$ cat src/xbar_pkg.sv
// ================================================
// Register map, bus structs and enums shared by
// the crossbar blocks; referenced by scoped names
// ================================================
package xbar_pkg;

  localparam int REG_AWIDTH    = 14;
  localparam int REG_DWIDTH    = 32;
  localparam int DATA_W        = 64;
  localparam int ROUTE_ENTRIES = 32;  // Local bank 0..15, remote bank 16..31

  localparam logic [REG_DWIDTH-1:0] XBAR_VERSION = 32'd1;

  // Offsets from REG_BASE
  localparam logic [REG_AWIDTH-1:0] REG_VERSION    = 14'h10;
  localparam logic [REG_AWIDTH-1:0] REG_NUM_PORTS  = 14'h14;
  localparam logic [REG_AWIDTH-1:0] REG_LOCAL_ADDR = 14'h18;
  localparam logic [REG_AWIDTH-1:0] ROUTE_BASE     = 14'h20;

  typedef struct packed {
    logic                  req;
    logic [REG_AWIDTH-1:0] addr;
    logic [REG_DWIDTH-1:0] data;
  } reg_wr_t;

  typedef struct packed {
    logic                  req;
    logic [REG_AWIDTH-1:0] addr;
  } reg_rd_req_t;

  typedef struct packed {
    logic                  resp;
    logic [REG_DWIDTH-1:0] data;
  } reg_rd_resp_t;

  typedef struct packed {
    logic                  stb;
    logic [4:0]            idx;   // Routing entry index
    logic [REG_DWIDTH-1:0] data;
  } set_bus_t;

  typedef struct packed {
    logic       stb;
    logic [4:0] idx;
  } rb_req_t;

  typedef struct packed {
    logic [DATA_W-1:0] data;
    logic              last;
  } axis_beat_t;

  typedef enum logic [2:0] {
    RK_NONE,
    RK_VERSION,
    RK_NUM_PORTS,
    RK_LOCAL_ADDR,
    RK_ROUTE
  } reg_kind_e;

  typedef enum logic [1:0] {
    SW_IDLE,
    SW_REQUEST,
    SW_FORWARD
  } sw_state_e;

  // Width of an index into n items, never below one bit
  function automatic int idx_width(input int n);
    return (n > 1) ? $clog2(n) : 1;
  endfunction

endpackage

$ cat src/xbar_regport_decode.sv
// ================================================
// Register port decoder that holds the global
// registers and turns route accesses into strobes
// ================================================
module xbar_regport_decode #(
  parameter logic [xbar_pkg::REG_AWIDTH-1:0] REG_BASE = '0,
  parameter int NUM_INPUTS = 2
) (
  input  logic                              clk,
  input  logic                              reset,
  input  xbar_pkg::reg_wr_t                 i_wr,
  input  xbar_pkg::reg_rd_req_t             i_rd,
  output xbar_pkg::set_bus_t                o_set,
  output xbar_pkg::rb_req_t                 o_rb,
  output logic [xbar_pkg::REG_DWIDTH-1:0]   o_local_addr,
  output xbar_pkg::reg_rd_resp_t            o_rd_resp
);
  localparam int AW = xbar_pkg::REG_AWIDTH;
  localparam int DW = xbar_pkg::REG_DWIDTH;

  localparam logic [AW-1:0] A_VERSION    = REG_BASE + xbar_pkg::REG_VERSION;
  localparam logic [AW-1:0] A_NUM_PORTS  = REG_BASE + xbar_pkg::REG_NUM_PORTS;
  localparam logic [AW-1:0] A_LOCAL_ADDR = REG_BASE + xbar_pkg::REG_LOCAL_ADDR;
  localparam logic [AW-1:0] A_ROUTE      = REG_BASE + xbar_pkg::ROUTE_BASE;
  localparam logic [AW-1:0] ROUTE_SPAN   = AW'(xbar_pkg::ROUTE_ENTRIES * 4);

  xbar_pkg::reg_kind_e wr_kind;
  xbar_pkg::reg_kind_e rd_kind;
  logic [AW-1:0]       wr_offs;
  logic [AW-1:0]       rd_offs;
  logic [DW-1:0]       local_addr_q;
  logic                resp_q;
  logic [DW-1:0]       data_q;

  function automatic xbar_pkg::reg_kind_e classify(input logic [AW-1:0] addr);
    logic [AW-1:0]       offs;
    xbar_pkg::reg_kind_e kind;
    offs = addr - A_ROUTE;  // Wraps high for addresses below the table
    kind = xbar_pkg::RK_NONE;
    if (addr == A_VERSION) kind = xbar_pkg::RK_VERSION;
    else if (addr == A_NUM_PORTS) kind = xbar_pkg::RK_NUM_PORTS;
    else if (addr == A_LOCAL_ADDR) kind = xbar_pkg::RK_LOCAL_ADDR;
    else if (offs < ROUTE_SPAN && offs[1:0] == 2'b00) kind = xbar_pkg::RK_ROUTE;
    return kind;
  endfunction

  always_comb begin
    wr_kind = classify(i_wr.addr);
    rd_kind = classify(i_rd.addr);
    wr_offs = i_wr.addr - A_ROUTE;
    rd_offs = i_rd.addr - A_ROUTE;
    // Route accesses go straight to the table in the request cycle
    o_set.stb  = i_wr.req && (wr_kind == xbar_pkg::RK_ROUTE);
    o_set.idx  = wr_offs[6:2];
    o_set.data = i_wr.data;
    o_rb.stb   = i_rd.req && (rd_kind == xbar_pkg::RK_ROUTE);
    o_rb.idx   = rd_offs[6:2];
  end

  always_ff @(posedge clk) begin
    if (reset) begin
      local_addr_q <= '0;
      resp_q       <= 1'b0;
    end else begin
      if (i_wr.req && wr_kind == xbar_pkg::RK_LOCAL_ADDR) local_addr_q <= i_wr.data;
      resp_q <= i_rd.req && (rd_kind inside {xbar_pkg::RK_VERSION, xbar_pkg::RK_NUM_PORTS,
                                             xbar_pkg::RK_LOCAL_ADDR});
    end
  end

  always_ff @(posedge clk) begin
    case (rd_kind)
      xbar_pkg::RK_VERSION:   data_q <= xbar_pkg::XBAR_VERSION;
      xbar_pkg::RK_NUM_PORTS: data_q <= DW'(NUM_INPUTS);
      default:                data_q <= local_addr_q;
    endcase
  end

  assign o_local_addr = local_addr_q;
  assign o_rd_resp    = '{resp: resp_q, data: data_q};

  // Simultaneous read and write never mix a route access with a global one
  a_kind_mix: assert property (@(posedge clk) disable iff (reset)
    !(i_wr.req && i_rd.req &&
      (((wr_kind == xbar_pkg::RK_ROUTE) && (rd_kind inside {xbar_pkg::RK_VERSION,
          xbar_pkg::RK_NUM_PORTS, xbar_pkg::RK_LOCAL_ADDR})) ||
       ((rd_kind == xbar_pkg::RK_ROUTE) && (wr_kind inside {xbar_pkg::RK_VERSION,
          xbar_pkg::RK_NUM_PORTS, xbar_pkg::RK_LOCAL_ADDR})))));

endmodule

$ cat config.mk
export PLATFORM = sky130hd
export DESIGN_NAME = xbar_regport_decode
export DESIGN_NICKNAME = d
export VERILOG_FILES = /design/src/xbar_pkg.sv /design/src/xbar_regport_decode.sv
export SDC_FILE = /design/constraint.sdc
export NUM_CORES = 1
export LEC_CHECK = 0
export BUFFER_PORTS_ARGS = -buffer_cell sky130_fd_sc_hd__buf_2
export CORE_MARGIN = 2
export CORE_UTILIZATION = 25
export CTS_BUF_LIST = sky130_fd_sc_hd__clkbuf_4
export CTS_CLUSTER_SIZE = 30
export DETAILED_ROUTE_END_ITERATION = 10
export HOLD_SLACK_MARGIN = 0.12
export MAX_ROUTING_LAYER = met4
export SYNTH_ARGS = -nofsm -noshare
export SYNTH_HDL_FRONTEND = slang
export SYNTH_SLANG_ARGS = --single-unit
$ cat constraint.sdc
create_clock -name clk -period 2.85 [get_ports clk]
set_input_delay 0.57 -clock clk [delete_from_list [all_inputs] [get_ports clk]]
set_output_delay 0.57 -clock clk [all_outputs]
set_load 0.05 [all_outputs]
==> flow_summary.ini <==
[yosys]
synthTopCellsByCount = dfxtp_1 (65), nand2b_1 (64), buf_4 (40), mux2i_1 (33), nor2b_1 (30)
yosys_register_bits = 65
synthMuxAreaShare_pct = 12.05
synth_top_flop_cell = dfxtp_1
yosysSeqAreaShare_pct = 45.90
synthXorXnorAreaFrac_pct = 0.9267
synth-compound-area-share_pct = 0.4854
postSynthAreaPerCell_sq_um = 10.20
yosys.area_share.simple_pct = 25.77
synth_cells = 278
netlist_top_cells_area = dfxtp_1 (46%), nand2b_1 (14%), mux2i_1 (12%)
async_reset_ff_share_pct = 0
yosysMostFrequentCell = dfxtp_1
synth_edf_count = 0
synthDistinctLibCells = 30
synthAdderAreaFrac_pct = 0.8826
yosysWarnings = 0
synth_top_area_cell = dfxtp_1
synth_nets = 344
synthesis.area_sq_um = 2835
synth_top_area_share_pct = 45.90
synth_top_family_by_area = simple AND/OR/NAND/NOR gates

[global_routing]
grt_pass1_wl_um = 10290
grtUsageTotal_pct = 10.72
grt_pass1_vias = 2193
grt_max_degree = 66
grt_overflow = 0
antenna_found_initial = 0

[cts]
cts_tree = built
clk_pin_slew_ns = 0.12
clock_sinks = 65
post_cts_resized = 0
clk-insertion-delay-late_ns = 0.41
numCtsBuffers = 9
post-cts-setup-buffer-count = 0
ctsLongestPathBuffers = 2
ctsHoldBuffers = 0
h-tree-depth = 3
root_buffer = clkbuf_4

[timing]
final-setup-viol-count = 0
skew_ns = 0.01541
rsz0062_at_grt = false
min_period_ns = 2.254
tightest_slew_ns = 0.8256
fin_crit_sh_pct = 79.09
max_slew_margin_pct = 44.96
max_clock_freq_mhz = 443.6
slew_violations = 0
fin_setup_tns_ns = 0
hold_violations = 0

[run]
cap_violations = 0

[drt]
first_pass_iters = 4
drc = 0
via_per_inst = 4.023
wl_per_cell_um = 11.43
detail-route-antenna-nets = 0
wirelength_um = 6366
vias = 2241
drt_iter0_drc = 82

[final_layout]
final_cells = 557
design_area_sq_um = 3710
antenna-diode-count = 0
area_growth_pct = 30.85
layout.nets = 478
drive_gt1_share_pct = 47.24

[power]
p_leak_nw = 2.077
ir_worst_vdd_mv = 0.4129
powerDensity_nw_per_um2 = 523.9

[critical_path]
cp_top_family = simple AND/OR/NAND/NOR gates
start_kind = primary input
cp_slowest_stage_delay_ns = 0.41
endpoint_kind = primary output
cp.arrival_ns = 1.68
cpMostUsedCell = buf_2
critPathKind = primary input to primary output
path_cells = buf_2, nor3_1, xnor2_1, and3_1, buf_2
crit_fanout = 2
required_ns = 2.28
cp_slowest_cell = nor3_1
critPathBufInv = 2

[floorplanning]
dieHeight_um = 110.5
die_area_sq_um = 12210
core_area_sq_um = 10940
start_util_pct = 25.93
rows = 38
io_pins = 173
fp.dieW_um = 110.5

[placement]
portBuffers = 172
placed_area_sq_um = 3523
hpwl_um = 4909
gp_congestion = 0.6939
dp_cells = 541

[hold_path]
hold_path.class = primary input to flip-flop

[status]
outcome = completed
-- state kept, by name (all words and copies together), names as in the netlist --
signal / flops
o_local_addr: 32
resp_q: 1
data_q: 32
-- layer usage --
layer  GRT usage (%)  up-vias  share of wire (%)
li1                -     1114                  -
met1           11.74     1018                 42
met3           4.116       10                7.5
met5               -        -                  0
met4           4.500        0                1.7
met2           17.46       99                 49
-- metrics by stage --
step | setup slack (ns) | hold WS, ns | power, mW | util [%]
3_5_place_dp | 0.5932 | 0.4712 | 1.183 | 32.22
4_1_cts | 0.5900 | 0.3597 | 1.987 | 33.92
5_1_grt | 0.5200 | 0.3599 | 2.041 | 33.92
2_1_floorplan | 0.09890 | 0.6681 | 1.135 | -
3_3_place_gp | 0.6485 | 0.4680 | 1.180 | 32.22
6_report | 0.5958 | 0.4094 | 1.944 | 33.92
-- worst paths after layout --
check	startpoint	endpoint	slack [ns]	cells after the start
min reg2reg	o_local_addr[12]$_SDFFE_PP0P_	data_q[12]$_DFF_P_	0.48	1
max reg2reg	o_local_addr[1]$_SDFFE_PP0P_	data_q[1]$_DFF_P_	2.16	1
max	i_wr[38]	o_set[37]	0.60	5
min	i_wr[13]	o_local_addr[13]$_SDFFE_PP0P_	0.41	3
-- layout by cell type, fill, tap and decap left out, types with 2 or more instances in the layout --
master,instances
nor2_1,5
buf_4,3
inv_1,7
dfxtp_1,65
clkinvlp_4,2
bufinv_16,3
clkbuf_4,9
ha_1,2
mux2i_1,33
nand2b_1,64
buf_2,172
nor2b_1,30
xnor2_1,2
-- report_power, final --
group	internal, mW	total (mW)	leakage, nW	switching (mW)
logic	0.0794	0.252	1.46	0.173
clock network	0.443	0.784	0.0921	0.340
registers	0.908	0.908	0.523	0.0000128
-- tightest hold or removal path, delay by kind of cell --
family	cells	cell delay (ns)
buffers and inverters	1	0.10
AND/OR/NAND/NOR	1	0.06
multiplexers	1	0.05
-- cells by family (layout without fill, tap and decap cells) --
family	Yosys count	after routing
AO/OA/AOI/OAI	2	2
XOR/XNOR	3	3
adder cells (fa/ha/maj)	2	2
buffers and inverters	59	198
flip-flops	65	65
multiplexers	34	34
AND/OR/NAND/NOR	113	113
-- cell type report --
class | count | area, sq um
sequential | 65 | 1301
multi-input combinational | 154 | 1137
fill | 1158 | 7226
clock inverter | 7 | 118.9
timing repair buffer | 175 | 883.3
tap | 140 | 175.2
clock buffer | 9 | 67.56
inverter | 7 | 26.28
Note: power is estimated with default switching activity, not from simulation.
