`src/xbar_pkg.sv`:
```
// ================================================
// Register map, bus structs and enums shared by
// the crossbar blocks; referenced by scoped names
// ================================================
package xbar_pkg;

  localparam int REG_AWIDTH    = 14;
  localparam int REG_DWIDTH    = 32;
  localparam int DATA_W        = 64;
  localparam int ROUTE_ENTRIES = 32;  // Local bank 0..15, remote bank 16..31

  localparam logic [REG_DWIDTH-1:0] XBAR_VERSION = 32'd1;

  // Offsets from REG_BASE
  localparam logic [REG_AWIDTH-1:0] REG_VERSION    = 14'h10;
  localparam logic [REG_AWIDTH-1:0] REG_NUM_PORTS  = 14'h14;
  localparam logic [REG_AWIDTH-1:0] REG_LOCAL_ADDR = 14'h18;
  localparam logic [REG_AWIDTH-1:0] ROUTE_BASE     = 14'h20;

  typedef struct packed {
    logic                  req;
    logic [REG_AWIDTH-1:0] addr;
    logic [REG_DWIDTH-1:0] data;
  } reg_wr_t;

  typedef struct packed {
    logic                  req;
    logic [REG_AWIDTH-1:0] addr;
  } reg_rd_req_t;

  typedef struct packed {
    logic                  resp;
    logic [REG_DWIDTH-1:0] data;
  } reg_rd_resp_t;

  typedef struct packed {
    logic                  stb;
    logic [4:0]            idx;   // Routing entry index
    logic [REG_DWIDTH-1:0] data;
  } set_bus_t;

  typedef struct packed {
    logic       stb;
    logic [4:0] idx;
  } rb_req_t;

  typedef struct packed {
    logic [DATA_W-1:0] data;
    logic              last;
  } axis_beat_t;

  typedef enum logic [2:0] {
    RK_NONE,
    RK_VERSION,
    RK_NUM_PORTS,
    RK_LOCAL_ADDR,
    RK_ROUTE
  } reg_kind_e;

  typedef enum logic [1:0] {
    SW_IDLE,
    SW_REQUEST,
    SW_FORWARD
  } sw_state_e;

  // Width of an index into n items, never below one bit
  function automatic int idx_width(input int n);
    return (n > 1) ? $clog2(n) : 1;
  endfunction

endpackage

```
`src/xbar_rd_resp_merge.sv`:
```
// ================================================
// Joins the global and routing read responses
// into one registered response
// ================================================
module xbar_rd_resp_merge (
  input  logic                    clk,
  input  logic                    reset,
  input  xbar_pkg::reg_rd_resp_t  i_resp_glob,
  input  xbar_pkg::reg_rd_resp_t  i_resp_route,
  output xbar_pkg::reg_rd_resp_t  o_resp
);
  logic                              resp_q;
  logic [xbar_pkg::REG_DWIDTH-1:0]   data_q;

  always_ff @(posedge clk) begin
    if (reset) resp_q <= 1'b0;
    else resp_q <= i_resp_glob.resp | i_resp_route.resp;
  end

  // Idle sources contribute zero data
  always_ff @(posedge clk) begin
    data_q <= ({xbar_pkg::REG_DWIDTH{i_resp_glob.resp}} & i_resp_glob.data) |
              ({xbar_pkg::REG_DWIDTH{i_resp_route.resp}} & i_resp_route.data);
  end

  assign o_resp = '{resp: resp_q, data: data_q};

  a_no_overlap: assert property (@(posedge clk) disable iff (reset)
    !(i_resp_glob.resp && i_resp_route.resp));

endmodule

```
`config.mk`:
```
export PLATFORM = sky130hd
export DESIGN_NAME = xbar_rd_resp_merge
export DESIGN_NICKNAME = d
export VERILOG_FILES = /design/src/xbar_pkg.sv /design/src/xbar_rd_resp_merge.sv
export SDC_FILE = /design/constraint.sdc
export NUM_CORES = 1
export LEC_CHECK = 0
export BUFFER_PORTS_ARGS = -buffer_cell sky130_fd_sc_hd__buf_2
export CORE_ASPECT_RATIO = 0.5
export CORE_MARGIN = 2
export CORE_UTILIZATION = 32
export DETAILED_ROUTE_END_ITERATION = 6
export GPL_TIMING_DRIVEN = 1
export PLACE_DENSITY_LB_ADDON = 0.2
export SYNTH_ARGS = -nofsm -noshare
export SYNTH_HDL_FRONTEND = slang
export SYNTH_SLANG_ARGS = --single-unit
```
`constraint.sdc`:
```
create_clock -name clk -period 0.8 [get_ports clk]
set_input_delay 0.16 -clock clk [delete_from_list [all_inputs] [get_ports clk]]
set_output_delay 0.16 -clock clk [all_outputs]
set_load 0.05 [all_outputs]
```
==> results.json, run 1 <==
{
  "status": "finished with violations",
  "violations": "setup timing",
  "max_stage_delay_ns": 0.35,
  "critPathTopFamily": "flip-flops",
  "grt_pass1_wl_um": 4390,
  "drive_above_1_share": 0.810,
  "wirelength_um": 3080,
  "cp.arrival_ns": 0.78,
  "seqPwrFrac": 0.448,
  "coreArea_mm2": 0.00307,
  "worstMarginPinSlew_ns": 0.592,
  "hold_buffers": 0,
  "crit_chain": "buf_8",
  "switching_share": 0.302,
  "maxCapViolCount": 0,
  "drc_errors": 0,
  "fin_crit_sh": 1.17,
  "htreeDepth": 2,
  "max-vdd-ir-drop_mv": 1.17,
  "tritoncts": "yes",
  "syn2layout_area_growth_pct": 84.0,
  "clk_pin_slew_ns": 0.06,
  "cp.depth": 1,
  "critical_path.endpoint": "o_resp[2]",
  "cp-end-kind": "output port",
  "dr.pass1.iters": 4,
  "ys_warn_count": 0,
  "cts.sinks": 33,
  "antenna_found_initial": 0,
  "grt_max_degree": 34,
  "cts_buffer_depth": 2,
  "syn_inst": 75,
  "track_usage": 0.158,
  "ys_seq_area_frac": 0.630,
  "startpoint": "data_q[2]$_DFF_P_",
  "hold_class": "input pin to register",
  "ant_nets": 0,
  "antennaDiodeCount": 0,
  "setup_viol": 33,
  "cts_root_buf": "clkbuf_8",
  "final.setup.worst_slack_ns": -0.137,
  "synth_area_mm2": 0.00105,
  "synth.distinct_cells": 5,
  "nNetsFinal": 241,
  "rsz0062_at_grt": "true",
  "fmax_mhz": 1070,
  "cts_buffers": 5,
  "postCtsSetupRepairBufs": 0,
  "io_buffers": 100,
  "startpoint_type": "register",
  "syn_avg_cell_area_um2": 14.0,
  "slowest_stage": "dfxtp_2",
  "die_w_um": 85.0,
  "place_area_mm2": 0.00150,
  "p_leak_nw": 0.957,
  "powerDensity_mw_per_mm2": 2180,
  "gp_congestion": 0.765,
  "route.vias.total": 980,
  "stdcell_count": 214,
  "final_hold_viol_count": 0,
  "pwr-share-comb": 0.279,
  "pwr-share-clk": 0.273,
  "vias_per_cell": 4.58,
  "period_minus_slack_ns": 0.937,
  "io_pins": 101,
  "p_int_mw": 2.94,
  "required_ns": 0.64,
  "syn_nets": 143,
  "die_y_um": 44.5,
  "relSlewSlack": 0.605,
  "initial_core_util": 0.342,
  "postLayoutCellArea_mm2": 0.00193,
  "worstPathMaxFanout": 1,
  "crit_buf_inv": 1,
  "dp_cells": 206,
  "grt_pass1_vias": 955,
  "grt_overflow": 0,
  "power_switching_mw": 1.27,
  "fin_util": 0.629,
  "die-area_mm2": 0.00378,
  "drtIter0Drc": 35,
  "wl_per_cell_um": 14.4,
  "rows": 14,
  "drv_slew": 0,
  "crit_type": "register to output port",
  "ys_ff_latch": 33
}
## cell type report
type,count,area (µm²)
fill,273,1140
timing repair buffer,100,805
sequential,33,702
multi-input combinational,33,290
clock buffer,6,72.6
tap,40,50.0
clock inverter,2,10.0
## layout by cell type, fill, tap and decap left out, drive strengths merged
master  Yosys  final
a22o       32     32
buf         9    100
clkbuf      0      6
clkinv      0      2
dfxtp      33     33
o21ba       1      1
## cell families (layout without fill, tap and decap cells)
group,Yosys count,in the layout,share of synthesized area
buffers and inverters,9,108,0.0931
DFF,33,33,0.630
AOI/OAI and AO/OA,33,33,0.277
## flip-flops by register name (all words and copies together), names as in the netlist
signal,count
resp_q,1
data_q,32
## stage by stage
step	hold WS [ns]	worst slack [ns]	power, mW	setup TNS [ns]
floorplan	0.281	0.0527	2.51	0
global placement	0.365	-0.118	2.77	-3.71
global route	0.0797	-0.165	4.40	-4.51
finish	0.0882	-0.137	4.21	-3.49
detailed placement	0.371	-0.167	2.78	-4.23
CTS	0.0746	-0.136	4.24	-3.96
## worst min-delay path by stage
| stage | slack, ns | cells past startpoint | startpoint | to |
|---|---|---|---|---|
| finish | 0.09 | 2 | i_resp_route[18] | data_q[18]$_DFF_P_ |
| floorplan | 0.28 | 1 | i_resp_route[0] | data_q[0]$_DFF_P_ |
| global placement | 0.37 | 2 | i_resp_route[16] | data_q[16]$_DFF_P_ |
| global route | 0.08 | 2 | i_resp_route[14] | data_q[14]$_DFF_P_ |
| CTS | 0.07 | 2 | i_resp_route[14] | data_q[14]$_DFF_P_ |
| detailed placement | 0.37 | 2 | i_resp_route[14] | data_q[14]$_DFF_P_ |
## power by group through the flow
stage	Clock (mW)	Combinational, mW	Sequential, mW
6_report	1.15	1.17	1.89
5_1_grt	1.29	1.22	1.90
4_1_cts	1.21	1.15	1.88
3_5_place_dp	0	0.936	1.84
3_3_place_gp	0	0.927	1.84
2_1_floorplan	0	0.206	2.30
## per-layer routing
metal | vias to the layer above | GRT usage | routed length [µm]
met5 | - | 0 | 0
met2 | 53 | 0.316 | 1730
met1 | 451 | 0.150 | 1090
li1 | 476 | - | -
met4 | 0 | 0.0667 | 0
met3 | 0 | 0.0597 | 265
## Yosys cell counts
master | instances | area share
dfxtp_1 | 33 | 0.63
a22o_1 | 32 | 0.27
buf_6 | 8 | 0.086
buf_4 | 1 | 0.0072
o21ba_2 | 1 | 0.0095
## what timing repair did
action | 4_1_cts | 5_1_grt
cloned | 0 | 0
resized for setup | 118 | 7
setup endpoints to repair | 33 | 33
Power figures use the tool's default switching activity.
==> run 2: changes to the inputs <==
Settings changed: SETUP_SLACK_MARGIN set to 0.15.
==> results.json, run 2 (same netlist as run 1, synthesis figures left out) <==
{
  "cp-end-kind": "output port",
  "holdPathEnd": "data_q[26]$_DFF_P_",
  "wl_per_cell_um": 12.7,
  "final_common_cell": "buf_2",
  "final.setup.worst_slack_ns": -0.119,
  "clk_pin_slew_ns": 0.06,
  "crit_chain": "buf_6",
  "crit_type": "register to output port",
  "die_y_um": 44.5,
  "most-common-layout-cells": "buf_2 (65), dfxtp_2 (33), a22o_1 (32), buf_8 (18), buf_6 (15)",
  "p_int_mw": 2.99,
  "relSlewSlack": 0.759,
  "p_leak_nw": 0.947,
  "dr.pass1.iters": 4,
  "cts.sinks": 33,
  "grt_pass1_wl_um": 4240,
  "worstHoldPathCells": 2,
  "max_stage_delay_ns": 0.33,
  "crit_buf_inv": 1,
  "vias_per_cell": 4.46,
  "critPathTopFamily": "flip-flops",
  "largest_register_ffs": 32,
  "power_switching_mw": 1.24,
  "initial_core_util": 0.342,
  "pwr-share-clk": 0.288,
  "maxCapViolCount": 0,
  "drtIter0Drc": 54,
  "cts_buffer_depth": 2,
  "dp_cells": 206,
  "io_buffers": 100,
  "route.vias.total": 949,
  "holdCritStartpoint": "i_resp_route[26]",
  "rsz0062_at_grt": "true",
  "grt_pass1_vias": 928,
  "syn2layout_area_growth_pct": 82.0,
  "cp.arrival_ns": 0.76,
  "hold_class": "input pin to register",
  "gp_congestion": 0.616,
  "hold_buffers": 0,
  "io_pins": 101,
  "final_hold_viol_count": 0,
  "drive_above_1_share": 0.809,
  "worstMarginPinSlew_ns": 0.361,
  "ant_nets": 0,
  "tritoncts": "yes",
  "pwr-share-comb": 0.269,
  "nNetsFinal": 241,
  "slowest_stage": "dfxtp_2",
  "stdcell_count": 213,
  "cts_root_buf": "clkbuf_8",
  "grt_max_degree": 34,
  "antenna_found_initial": 0,
  "setup_viol": 33,
  "die-area_mm2": 0.00378,
  "violations": "setup timing",
  "drv_slew": 0,
  "rows": 14,
  "htreeDepth": 2,
  "coreArea_mm2": 0.00307,
  "die_w_um": 85.0,
  "status": "finished with violations",
  "fmax_mhz": 1090,
  "required_ns": 0.64,
  "grt_overflow": 0,
  "top_regs": "data_q: 32 flops, resp_q: 1 flops",
  "powerDensity_mw_per_mm2": 2220,
  "startpoint_type": "register",
  "antennaDiodeCount": 0,
  "wirelength_um": 2700,
  "cts_resized": 78,
  "largest_register": "data_q",
  "max-vdd-ir-drop_mv": 1.17,
  "pre_cts_ws_ns": -0.157,
  "seqPwrFrac": 0.443,
  "track_usage": 0.148,
  "cts_buffers": 5,
  "switching_share": 0.293,
  "worstPathMaxFanout": 1,
  "fin_crit_sh": 1.15,
  "postCtsSetupRepairBufs": 0,
  "drc_errors": 0,
  "period_minus_slack_ns": 0.919
}
[run 2: changes by cell type in the layout (fill, tap and decap cells not counted)]
cell      previous run  this run
clkinv_2             2         0
buf_4                0         1
buf_2               67        65
clkbuf_4             0         1
buf_8               26        18
buf_6                7        15
clkbuf_8             5         6
[run 2: cell type report]
type / count / area [µm²]
Clock buffer: 7 / 86.3
Fill cell: 261 / 1160
Multi-Input combinational cell: 33 / 290
Sequential cell: 33 / 702
Tap cell: 40 / 50.0
Timing Repair Buffer: 100 / 779
[run 2: power by group through the flow]
stage	Sequential (mW)	Combinational [mW]	Clock (mW)
after floorplan	2.33	0.210	0
after global placement	1.86	0.921	0
after detailed placement	1.86	0.929	0
after CTS	1.87	1.12	1.27
after global routing	1.89	1.19	1.34
final	1.88	1.14	1.22
[run 2: worst max path at each step]
stage,from,to,slack (ns),cells after the start
after floorplan,i_resp_glob[32],resp_q$_SDFF_PP0_,0.10,3
after global placement,i_resp_glob[32],data_q[22]$_DFF_P_,-0.12,2
after detailed placement,i_resp_glob[32],data_q[20]$_DFF_P_,-0.16,2
after global routing,data_q[24]$_DFF_P_,o_resp[24],-0.15,1
after CTS,data_q[3]$_DFF_P_,o_resp[3],-0.13,1
final,data_q[25]$_DFF_P_,o_resp[25],-0.12,1
[run 2: routing by layer]
| metal | routed length, µm | vias to the layer above | part of all wire | global-route usage |
|---|---|---|---|---|
| met5 | 0 | - | 0 | 0 |
| met4 | 0 | 0 | 0 | 0.0476 |
| met3 | 236 | 0 | 0.087 | 0.0690 |
| met2 | 1420 | 43 | 0.53 | 0.269 |
| met1 | 1040 | 430 | 0.38 | 0.157 |
| li1 | - | 476 | - | - |
[run 2: stage by stage]
step	area (µm²)	utilization	total power, mW	setup TNS [ns]	hold slack, ns
6_report	1910	0.622	4.23	-3.39	0.0884
5_1_grt	1910	0.622	4.42	-4.32	0.0805
4_1_cts	1880	0.612	4.26	-3.80	0.0765
3_5_place_dp	1540	0.503	2.79	-4.46	0.368
2_1_floorplan	1100	-	2.54	0	0.281
3_3_place_gp	1540	0.503	2.78	-3.80	0.365
