`src/xbar_pkg.sv`:
```
// ================================================
// Register map, bus structs and enums shared by
// the crossbar blocks; referenced by scoped names
// ================================================
package xbar_pkg;

  localparam int REG_AWIDTH    = 14;
  localparam int REG_DWIDTH    = 32;
  localparam int DATA_W        = 64;
  localparam int ROUTE_ENTRIES = 32;  // Local bank 0..15, remote bank 16..31

  localparam logic [REG_DWIDTH-1:0] XBAR_VERSION = 32'd1;

  // Offsets from REG_BASE
  localparam logic [REG_AWIDTH-1:0] REG_VERSION    = 14'h10;
  localparam logic [REG_AWIDTH-1:0] REG_NUM_PORTS  = 14'h14;
  localparam logic [REG_AWIDTH-1:0] REG_LOCAL_ADDR = 14'h18;
  localparam logic [REG_AWIDTH-1:0] ROUTE_BASE     = 14'h20;

  typedef struct packed {
    logic                  req;
    logic [REG_AWIDTH-1:0] addr;
    logic [REG_DWIDTH-1:0] data;
  } reg_wr_t;

  typedef struct packed {
    logic                  req;
    logic [REG_AWIDTH-1:0] addr;
  } reg_rd_req_t;

  typedef struct packed {
    logic                  resp;
    logic [REG_DWIDTH-1:0] data;
  } reg_rd_resp_t;

  typedef struct packed {
    logic                  stb;
    logic [4:0]            idx;   // Routing entry index
    logic [REG_DWIDTH-1:0] data;
  } set_bus_t;

  typedef struct packed {
    logic       stb;
    logic [4:0] idx;
  } rb_req_t;

  typedef struct packed {
    logic [DATA_W-1:0] data;
    logic              last;
  } axis_beat_t;

  typedef enum logic [2:0] {
    RK_NONE,
    RK_VERSION,
    RK_NUM_PORTS,
    RK_LOCAL_ADDR,
    RK_ROUTE
  } reg_kind_e;

  typedef enum logic [1:0] {
    SW_IDLE,
    SW_REQUEST,
    SW_FORWARD
  } sw_state_e;

  // Width of an index into n items, never below one bit
  function automatic int idx_width(input int n);
    return (n > 1) ? $clog2(n) : 1;
  endfunction

endpackage

```
`src/xbar_route_table.sv`:
```
// ================================================
// Routing table: two 16-entry banks, per-lane
// lookup of the output port and registered readback
// ================================================
module xbar_route_table #(
  parameter int NUM_INPUTS  = 2,
  parameter int NUM_OUTPUTS = 2,
  localparam int PW = xbar_pkg::idx_width(NUM_OUTPUTS)
) (
  input  logic                              clk,
  input  logic                              reset,
  input  xbar_pkg::set_bus_t                i_set,
  input  xbar_pkg::rb_req_t                 i_rb,
  input  logic [xbar_pkg::REG_DWIDTH-1:0]   i_local_addr,
  input  logic [NUM_INPUTS-1:0][15:0]       i_dst,
  output logic [NUM_INPUTS-1:0][PW-1:0]     o_port,
  output xbar_pkg::reg_rd_resp_t            o_rd_resp
);
  localparam int DW = xbar_pkg::REG_DWIDTH;

  logic [PW-1:0] entry_q [xbar_pkg::ROUTE_ENTRIES];
  logic          resp_q;
  logic [DW-1:0] data_q;

  always_ff @(posedge clk) begin
    if (reset) begin
      for (int e = 0; e < xbar_pkg::ROUTE_ENTRIES; e++) entry_q[e] <= '0;
    end else if (i_set.stb) begin
      entry_q[i_set.idx] <= i_set.data[PW-1:0];
    end
  end

  // Lookup is combinational so the switch can latch it in the same cycle
  always_comb begin
    for (int i = 0; i < NUM_INPUTS; i++) begin
      if (i_dst[i][15:8] == i_local_addr[7:0])
        o_port[i] = entry_q[{1'b0, i_dst[i][3:0]}];   // Local bank
      else
        o_port[i] = entry_q[{1'b1, i_dst[i][11:8]}];  // Remote bank
    end
  end

  always_ff @(posedge clk) begin
    if (reset) resp_q <= 1'b0;
    else resp_q <= i_rb.stb;
  end

  always_ff @(posedge clk) begin
    if (i_rb.stb) data_q <= DW'(entry_q[i_rb.idx]);
  end

  assign o_rd_resp = '{resp: resp_q, data: data_q};

  a_entry_range: assert property (@(posedge clk) disable iff (reset)
    i_set.stb |-> (i_set.data < DW'(NUM_OUTPUTS)));

endmodule

```
`config.mk`:
```
export PLATFORM = sky130hd
export DESIGN_NAME = xbar_route_table
export DESIGN_NICKNAME = d
export VERILOG_FILES = /design/src/xbar_pkg.sv /design/src/xbar_route_table.sv
export SDC_FILE = /design/constraint.sdc
export NUM_CORES = 1
export LEC_CHECK = 0
export ABC_AREA = 1
export BUFFER_PORTS_ARGS = -buffer_cell sky130_fd_sc_hd__buf_2
export CORE_AREA = 2 2 82 84
export DETAILED_ROUTE_END_ITERATION = 6
export DIE_AREA = 0 0 84 86
export HOLD_SLACK_MARGIN = 0.03
export PLACE_DENSITY = 0.86
export SKIP_LAST_GASP = 1
export SYNTH_ARGS = -nofsm -noshare
export SYNTH_HDL_FRONTEND = slang
export SYNTH_SLANG_ARGS = --single-unit
```
`constraint.sdc`:
```
create_clock -name clk -period 3.5 [get_ports clk]
set_input_delay 0.525 -clock clk [delete_from_list [all_inputs] [get_ports clk]]
set_output_delay 0.525 -clock clk [all_outputs]
set_load 0.01 [all_outputs]
```
==> impl_metrics.ini, run 1 <==
[setup_path]
path_max_fanout = 10
critical_path_class = in -> out
cp.required_ns = 2.97
cp-start-kind = input pin
arrival_ns = 1.55
end_kind = primary output

[timing]
post-route-period-util_pct = 59.2
fin_skew_ns = 0.00429
fin_ws_ns = 1.43
finalHoldViolCount = 0
final_max_slew_viol_count = 0
worst_pin_slew_ns = 1.01
slew_headroom_pct = 32.5
rsz0062_at_grt = no
setup_viol = 0
max_freq_mhz = 483
period_minus_slack_ns = 2.07
setup_tns_ns = 0
whs_ns = 0.414

[power_and_ir_drop]
swShare_pct = 30.6
power.leakage_nw = 1.76
pwr-share-comb_pct = 25.0
peakVddDrop_mv = 0.186
p_total_mw = 1.03
p_per_area_mw_per_mm2 = 299
switchingPower_uw = 315
p_clk_share_pct = 28.1
power_frac_seq_pct = 47.0
cellInternalPower_uw = 714

[placement]
dp.cells = 615
pre_cts_slack_ns = 1.24
placedInstanceArea_mm2 = 0.00335
hpwlAfterDp_um = 5860
io_buffer_count = 50
gp_congestion = 0.917

[floorplan]
coreArea_mm2 = 0.00628
start_util_pct = 51.3
boundaryPins = 145
rows = 29
dieWidth_um = 84
die_y_um = 86
dieArea_mm2 = 0.00722

[yosys]
synth_seq_cells = 34
synth.avg_cell_area_um2 = 6.38
synth_area_mm2 = 0.00322
synth_cell_types = 26
yosysTopAreaCell = edfxtp_1
synth_common_cells = 186 x nand2_1, 86 x nand3_1, 51 x inv_1, 37 x buf_4, 33 x edfxtp_1
synth_most_common_cell = nand2_1
synth_edf_count = 33
ys_seq_area_share_pct = 31.4
postSynthCellCount = 505
ys_async_sr_fraction_pct = 0
synthTopCellsByArea = edfxtp_1 31%, nand2_1 22%, nand3_1 13%, buf_4 8.6%, inv_1 5.9%
ys.flop_type = edfxtp_1
synth_top_area_share_pct = 30.8
yosysWarningCount = 0

[worst_hold_path]
hold_path_class = in -> reg

[cells_and_area]
final_cell_area_mm2 = 0.00344
diodes = 0
fin_util_pct = 54.9
synthToLayoutAreaGrowth_pct = 6.92
final-instance-count-excl-fill = 623
fin_nets = 655
drive_gt1_share_pct = 17.9
num-fill-cells = 606

[grt]
grt_pass1_vias = 2934
grt.overflow.total = 0
grt_usage_pct = 21.0
grt_pass1_wl_um = 12600
grt_max_degree = 34
antenna_found_initial = 0

[clock_tree]
cts_made_buffers = 5
clk_pin_slew_ns = 0.06
cts_sinks = 34
cts_setup_buffers = 0
cts.repair.resized = 0
clockRootBuffer = clkbuf_8
clk_path_buf_depth = 2
postCtsHoldBufs = 0
cts_tree = built
cts.htree.levels = 2
clk_latency_ns = 0.28

[detailed_routing]
wl_um = 7350
routed_via_density = 5.09
route.detailed.drc = 0
drt_iter0_drc = 250
wl_per_cell_um = 11.8
vias = 3172
first_pass_iters = 6
ant_nets = 0

[run]
maxCapViolCount = 0

[status]
outcome = finished, final reports clean
-- logic make-up (layout without fill, tap and decap cells) --
| kind of cell | count (synthesis) | count (layout) | synth area share (%) |
|---|---|---|---|
| AOI/OAI and AO/OA | 17 | 17 | 2.64 |
| DFF | 34 | 34 | 31.4 |
| other | 1 | 31 | 0.116 |
| and+or+nand+nor | 326 | 326 | 45.7 |
| xor gates and xnor gates | 4 | 4 | 1.09 |
| buffers and inverters | 123 | 134 | 19.1 |
-- cell type report --
| class | instances | area [um^2] | share of cell area [%] |
|---|---|---|---|
| Clock buffer | 8 | 90.1 | 2.62 |
| Multi-Input combinational cell | 378 | 1710 | 49.6 |
| Timing Repair Buffer | 50 | 250 | 7.27 |
| Sequential cell | 34 | 1010 | 29.4 |
| Inverter | 76 | 288 | 8.36 |
| Tap cell | 77 | 96.3 | 2.80 |
-- cell usage in the layout (no fill, tap or decap), types with 2 or more instances in the layout --
master and instances:
conb_1 31, nor2_1 25, o21ai_1 12, nand2_1 186, or2_2 2, clkbuf_1 2, inv_2 24, a21oi_1 4
nor3_2 9, clkbuf_8 6, nor2b_1 2, nand3_1 86, edfxtp_1 33, inv_1 51, or2_1 2, nor3_4 4
nor3_1 8, xor2_1 4, buf_2 50
-- flip-flops by register name, indices dropped and copies added, names as in the netlist --
name	cells
data_q	1
entry_q	32
resp_q	1
-- power groups by stage --
stage / Combinational, mW / Clock [mW] / Sequential, mW
floorplan: 0.207 / 0 / 0.486
global placement: 0.246 / 0 / 0.490
detailed placement: 0.253 / 0 / 0.491
CTS: 0.255 / 0.292 / 0.482
global route: 0.293 / 0.309 / 0.485
finish: 0.257 / 0.289 / 0.483
-- worst max-delay path, cell delays in order --
cell and delay (ns):
buf_2 0.19, inv_2 0.12, nand2_1 0.07, nand3_1 0.07, nor2b_1 0.18, inv_1 0.06
nor2_1 0.09, nand2_1 0.06, nand2_1 0.05, buf_2 0.12
-- final timing paths --
kind                             startpoint   endpoint  slack (ns)  depth (start not counted)
worst min register to register  entry_q[26]  data_q[0]        0.92                          8
worst max register to register   entry_q[5]  data_q[0]        2.26                          8
worst min-delay path                  reset     resp_q        0.41                          2
worst max-delay path              i_dst[24]  o_port[1]        1.43                         10
-- per-layer routing --
metal  vias to the layer above  GRT usage, %  wire length (um)
met3                        17          3.85               604
met4                         0          8.50               157
met1                      1383          26.3              3070
met5                         -             0                 0
li1                       1605             -                 -
met2                       167          35.9              3520
Power figures use the tool's default switching activity.
==> inputs of run 2 (changes only) <==
CORE_AREA = 2 2 85 87   (was 2 2 82 84)
DIE_AREA = 0 0 87 89   (was 0 0 84 86)
PLACE_DENSITY = 0.8   (was 0.86)
clock period = 2.16 ns   (was 3.5 ns; I/O delays follow)
==> run 2 against run 1 <==
Net effect:
- register-to-register slack lost 1.3 ns
- critical path depth down 1
- power rose by 64%
- sequential share of layout area decreased by 0.17 points
- hold slack worse by 0.21 ns
- cell count rose by 0.80%
- critical endpoint is now o_port[0]
- count of clock-buffer cells in the layout fell by 1
- non-clock buffer count up 2
- global-route usage fell by 1.0 points
==> impl_metrics.ini, run 2 (synthesized netlist as in run 1, its figures left out) <==
[status]
outcome = finished, final reports clean

[timing]
setup_viol = 0
post-route-period-util_pct = 81.7
setup_tns_ns = 0
fin_ws_ns = 0.395
max_freq_mhz = 567
fin_skew_ns = 0.00475
period_minus_slack_ns = 1.76
final_max_slew_viol_count = 0
rsz0062_at_grt = no
finalHoldViolCount = 0

[clock_tree]
cts_sinks = 34
cts.htree.levels = 2
postCtsHoldBufs = 0
clk_path_buf_depth = 2
clk_latency_ns = 0.29
cts.repair.resized = 0
clk_pin_slew_ns = 0.07
cts_setup_buffers = 0
cts_tree = built
cts_made_buffers = 5
clockRootBuffer = clkbuf_8

[cells_and_area]
reg_top3 = entry_q (32), data_q (1), resp_q (1)
final_cell_mix = 186 x nand2_1, 86 x nand3_1, 51 x inv_1
fin_nets = 657
largest_reg_flops = 32
final_common_cell = nand2_1
regArea_mm2 = 0.00101
diodes = 0
multi_input_area_mm2 = 0.00171
drive_gt1_share_pct = 18.4
final_cell_area_mm2 = 0.00346
max_flop_register = entry_q
synthToLayoutAreaGrowth_pct = 7.54
num-fill-cells = 653

[detailed_routing]
drt_iter0_drc = 250
route.detailed.drc = 0
vias = 3181
wl_um = 7590
ant_nets = 0
first_pass_iters = 5
wl_per_cell_um = 12.1
routed_via_density = 5.07

[placement]
pre_cts_slack_ns = 0.519
hpwlAfterDp_um = 6050
gp_congestion = 0.911
io_buffer_count = 50
placedInstanceArea_mm2 = 0.00337

[grt]
grt_pass1_wl_um = 12400
grt.overflow.total = 0
grt_max_degree = 33
antenna_found_initial = 0
grt_usage_pct = 20.0
grt_pass1_vias = 2818

[setup_path]
cp-start-kind = flip-flop
crit_start = entry_q[23]
reg2reg_depth = 8
critical_path_class = reg -> out
timing.rr.end = data_q[0]
endpoint = o_port[0]
cp.required_ns = 1.84
arrival_ns = 1.44
end_kind = primary output
r2r_start = entry_q[3]
path_max_fanout = 2
r2r_setup_slack_ns = 0.94

[floorplan]
dieArea_mm2 = 0.00774
die_y_um = 89
boundaryPins = 145
rows = 30
coreArea_mm2 = 0.00672
dieWidth_um = 87
start_util_pct = 47.9

[power_and_ir_drop]
power.leakage_nw = 1.78
peakVddDrop_mv = 0.260
p_per_area_mw_per_mm2 = 487

[worst_hold_path]
hold_path_class = in -> reg

[run]
maxCapViolCount = 0
==> run 2: how the worst min path moves through the flow <==
stage	startpoint	endpoint	slack (ns)	depth (start not counted)
floorplan	reset	resp_q	0.40	1
global placement	reset	resp_q	0.51	2
detailed placement	reset	resp_q	0.51	2
CTS	reset	resp_q	0.20	2
global route	reset	resp_q	0.20	2
finish	reset	resp_q	0.20	2
==> run 2: metal layers <==
metal | GRT usage (%) | wire, um
met5 | 0 | 0
met2 | 36.6 | 3760
met3 | 3.05 | 503
met1 | 23.6 | 3160
met4 | 7.39 | 163
==> run 2: critical path, stage by stage, from the launching register on <==
cell      delay, ns
edfxtp_1       0.43
inv_1          0.11
nand2_1        0.05
nand3_1        0.09
nand3_1        0.09
nand3_1        0.08
nand2_1        0.05
nand2_1        0.06
nand2_1        0.05
buf_2          0.13
==> run 2: layout make-up <==
type	count	share of cell area [%]
Sequential cell	34	29.2
Timing Repair Buffer	52	7.66
Clock buffer	7	2.49
Multi-Input combinational cell	378	49.3
Inverter	76	8.31
Clock inverter	1	0.145
Tap cell	80	2.89
==> run 2: power by group <==
part	switching, mW	total, mW	leakage [nW]	internal [mW]
clock network	0.226	0.483	0.0482	0.257
logic	0.282	0.421	1.40	0.139
registers	0.0230	0.783	0.323	0.760
total	0.531	1.69	1.78	1.16
==> run 2: metrics by stage <==
| step | hold WS [ns] | utilization [%] | power [mW] | instances |
|---|---|---|---|---|
| after global placement | 0.508 | 50.2 | 1.20 | 620 |
| after floorplan | 0.395 | - | 1.12 | 535 |
| after detailed placement | 0.508 | 50.2 | 1.21 | 620 |
| after global routing | 0.203 | 51.5 | 1.77 | 628 |
| after CTS | 0.205 | 51.5 | 1.68 | 628 |
| final | 0.204 | 51.5 | 1.69 | 628 |
==> inputs of run 3 (changes only) <==
CORE_AREA = 2 2 89 91   (was 2 2 85 87)
DIE_AREA = 0 0 91 93   (was 0 0 87 89)
PLACE_DENSITY = 0.77   (was 0.8)
clock period = 1.5 ns   (was 2.16 ns; I/O delays follow)
==> run 3 against run 2 <==
Net effect:
- the flow now finishes with violations (setup timing)
- count of clock-buffer cells in the layout down 1
- design area up 5.7%
- wire length up 1.5%
- non-clock buffer count up 8
- register-to-register slack worse by 0.83 ns
- cell count up 4.8%
- setup slack worse by 0.53 ns
- flip-flop and latch count unchanged
- critical endpoint unchanged
==> impl_metrics.ini, run 3 (synthesized netlist as in run 1, its figures left out) <==
[grt]
grt.overflow.total = 0
grt_max_degree = 33
grt_usage_pct = 18.1
grt_pass1_wl_um = 12700
antenna_found_initial = 0
grt_pass1_vias = 2900

[worst_hold_path]
min-delay-start = reset
hold_path_class = in -> reg
min_path_cells = 2

[setup_path]
arrival_ns = 1.40
crit_cells = 9
cp.required_ns = 1.27
critical_path_class = reg -> out
r2r_start = entry_q[25]
crit_buf_inv = 2
end_kind = primary output
reg2reg_depth = 10
crit_family = simple AND/OR/NAND/NOR gates
path_max_fanout = 2
cp_slowest_cell = edfxtp_1
crit_start = entry_q[29]
worstPathCellList = inv_2, nand2_1, nand3_2, nand3_1, nand3_1, nand2_1, nand2_1, nand2_1, buf_2
max_stage_delay_ns = 0.43
cpMostUsedCell = nand2_1
cp-start-kind = flip-flop

[detailed_routing]
wl_um = 7700
vias = 3190
routed_via_density = 4.85
ant_nets = 0
route.detailed.drc = 0
first_pass_iters = 6
wl_per_cell_um = 11.7
drt_iter0_drc = 121

[power_and_ir_drop]
p_per_area_mw_per_mm2 = 680
power.leakage_nw = 1.83
peakVddDrop_mv = 0.302

[cells_and_area]
final-instance-count-excl-fill = 658
drive_gt1_share_pct = 26.4
diodes = 0
largest_reg_flops = 32
final_cell_mix = 182 x nand2_1, 72 x nand3_1, 50 x buf_2
synthToLayoutAreaGrowth_pct = 13.6
max_flop_register = entry_q
fin_nets = 665
reg_top3 = entry_q (32), data_q (1), resp_q (1)
final_common_cell = nand2_1

[placement]
pre_cts_slack_ns = 0.0144
dp.cells = 647
gp_congestion = 0.914
hpwlAfterDp_um = 6090
io_buffer_count = 50

[clock_tree]
cts_made_buffers = 5
cts_tree = built
clk_path_buf_depth = 2
clk_latency_ns = 0.29
cts.htree.levels = 2
cts_sinks = 34
clk_pin_slew_ns = 0.07
clockRootBuffer = clkbuf_8

[timing]
finalHoldViolCount = 0
max_freq_mhz = 614
rsz0062_at_grt = yes
post-route-period-util_pct = 109
setup_viol = 2
fin_skew_ns = 0.00931
period_minus_slack_ns = 1.63
final_max_slew_viol_count = 0
fin_ws_ns = -0.130

[floorplan]
die_y_um = 93
boundaryPins = 145
dieWidth_um = 91
rows = 32
coreArea_mm2 = 0.00753
start_util_pct = 42.8
dieArea_mm2 = 0.00846

[run]
maxCapViolCount = 0

[status]
outcome = complete, but fails checks
violations = setup timing
## run 3: area by class of cell
| class | count | area [um^2] |
|---|---|---|
| inverter | 76 | 288 |
| timing repair buffer | 60 | 350 |
| clock inverter | 2 | 12.5 |
| multi-input combinational | 378 | 1790 |
| clock buffer | 6 | 82.6 |
| fill | 769 | 3870 |
| tap | 102 | 128 |
| sequential | 34 | 1010 |
## run 3: path summary, 6_finish.rpt
kind / endpoint / slack, ns
setup / recovery: o_port[0] / -0.13
hold / removal: resp_q / 0.11
setup reg to reg: data_q[0] / 0.11
hold reg to reg: data_q[0] / 0.91
## run 3: power by group
part           switching [mW]  internal [mW]
registers              0.0374           1.09
logic                   0.424          0.227
clock network           0.337          0.369
total                   0.798           1.69
## run 3: layer usage
layer,part of all wire [%],routed length (um),up-vias,GRT usage (%)
met2,50,3830,117,31.6
met3,5.4,418,16,2.01
li1,-,-,1625,-
met5,0,0,-,0
met1,42,3250,1432,22.7
met4,2.5,192,0,8.21
## run 3: worst reg2reg max path: cells and delay by family (launching register included)
kind,cells,cell delay (ns)
AND/OR/NAND/NOR,8,0.48
buffers and inverters,2,0.27
flip-flops,1,0.40
## run 3: repair_timing
item	4_1_cts	5_1_grt
gates resized for setup	2	35
pin swaps	14	9
cloned	0	0
hold buffers	0	0
buffers inserted	2	1
endpoints found under the hold margin	0	0
endpoints found under the setup margin	2	2
## run 3: metrics by stage
| stage | util, % | power [mW] | setup TNS, ns | hold WS (ns) | instance area (um^2) |
|---|---|---|---|---|---|
| global route | 48.6 | 2.62 | -0.434 | 0.0998 | 3660 |
| CTS | 47.5 | 2.46 | -0.243 | 0.105 | 3570 |
| global placement | 46.0 | 1.74 | 0 | 0.412 | 3460 |
| floorplan | - | 1.62 | 0 | 0.296 | 3330 |
| finish | 48.6 | 2.49 | -0.248 | 0.108 | 3660 |
| detailed placement | 46.0 | 1.76 | 0 | 0.417 | 3460 |
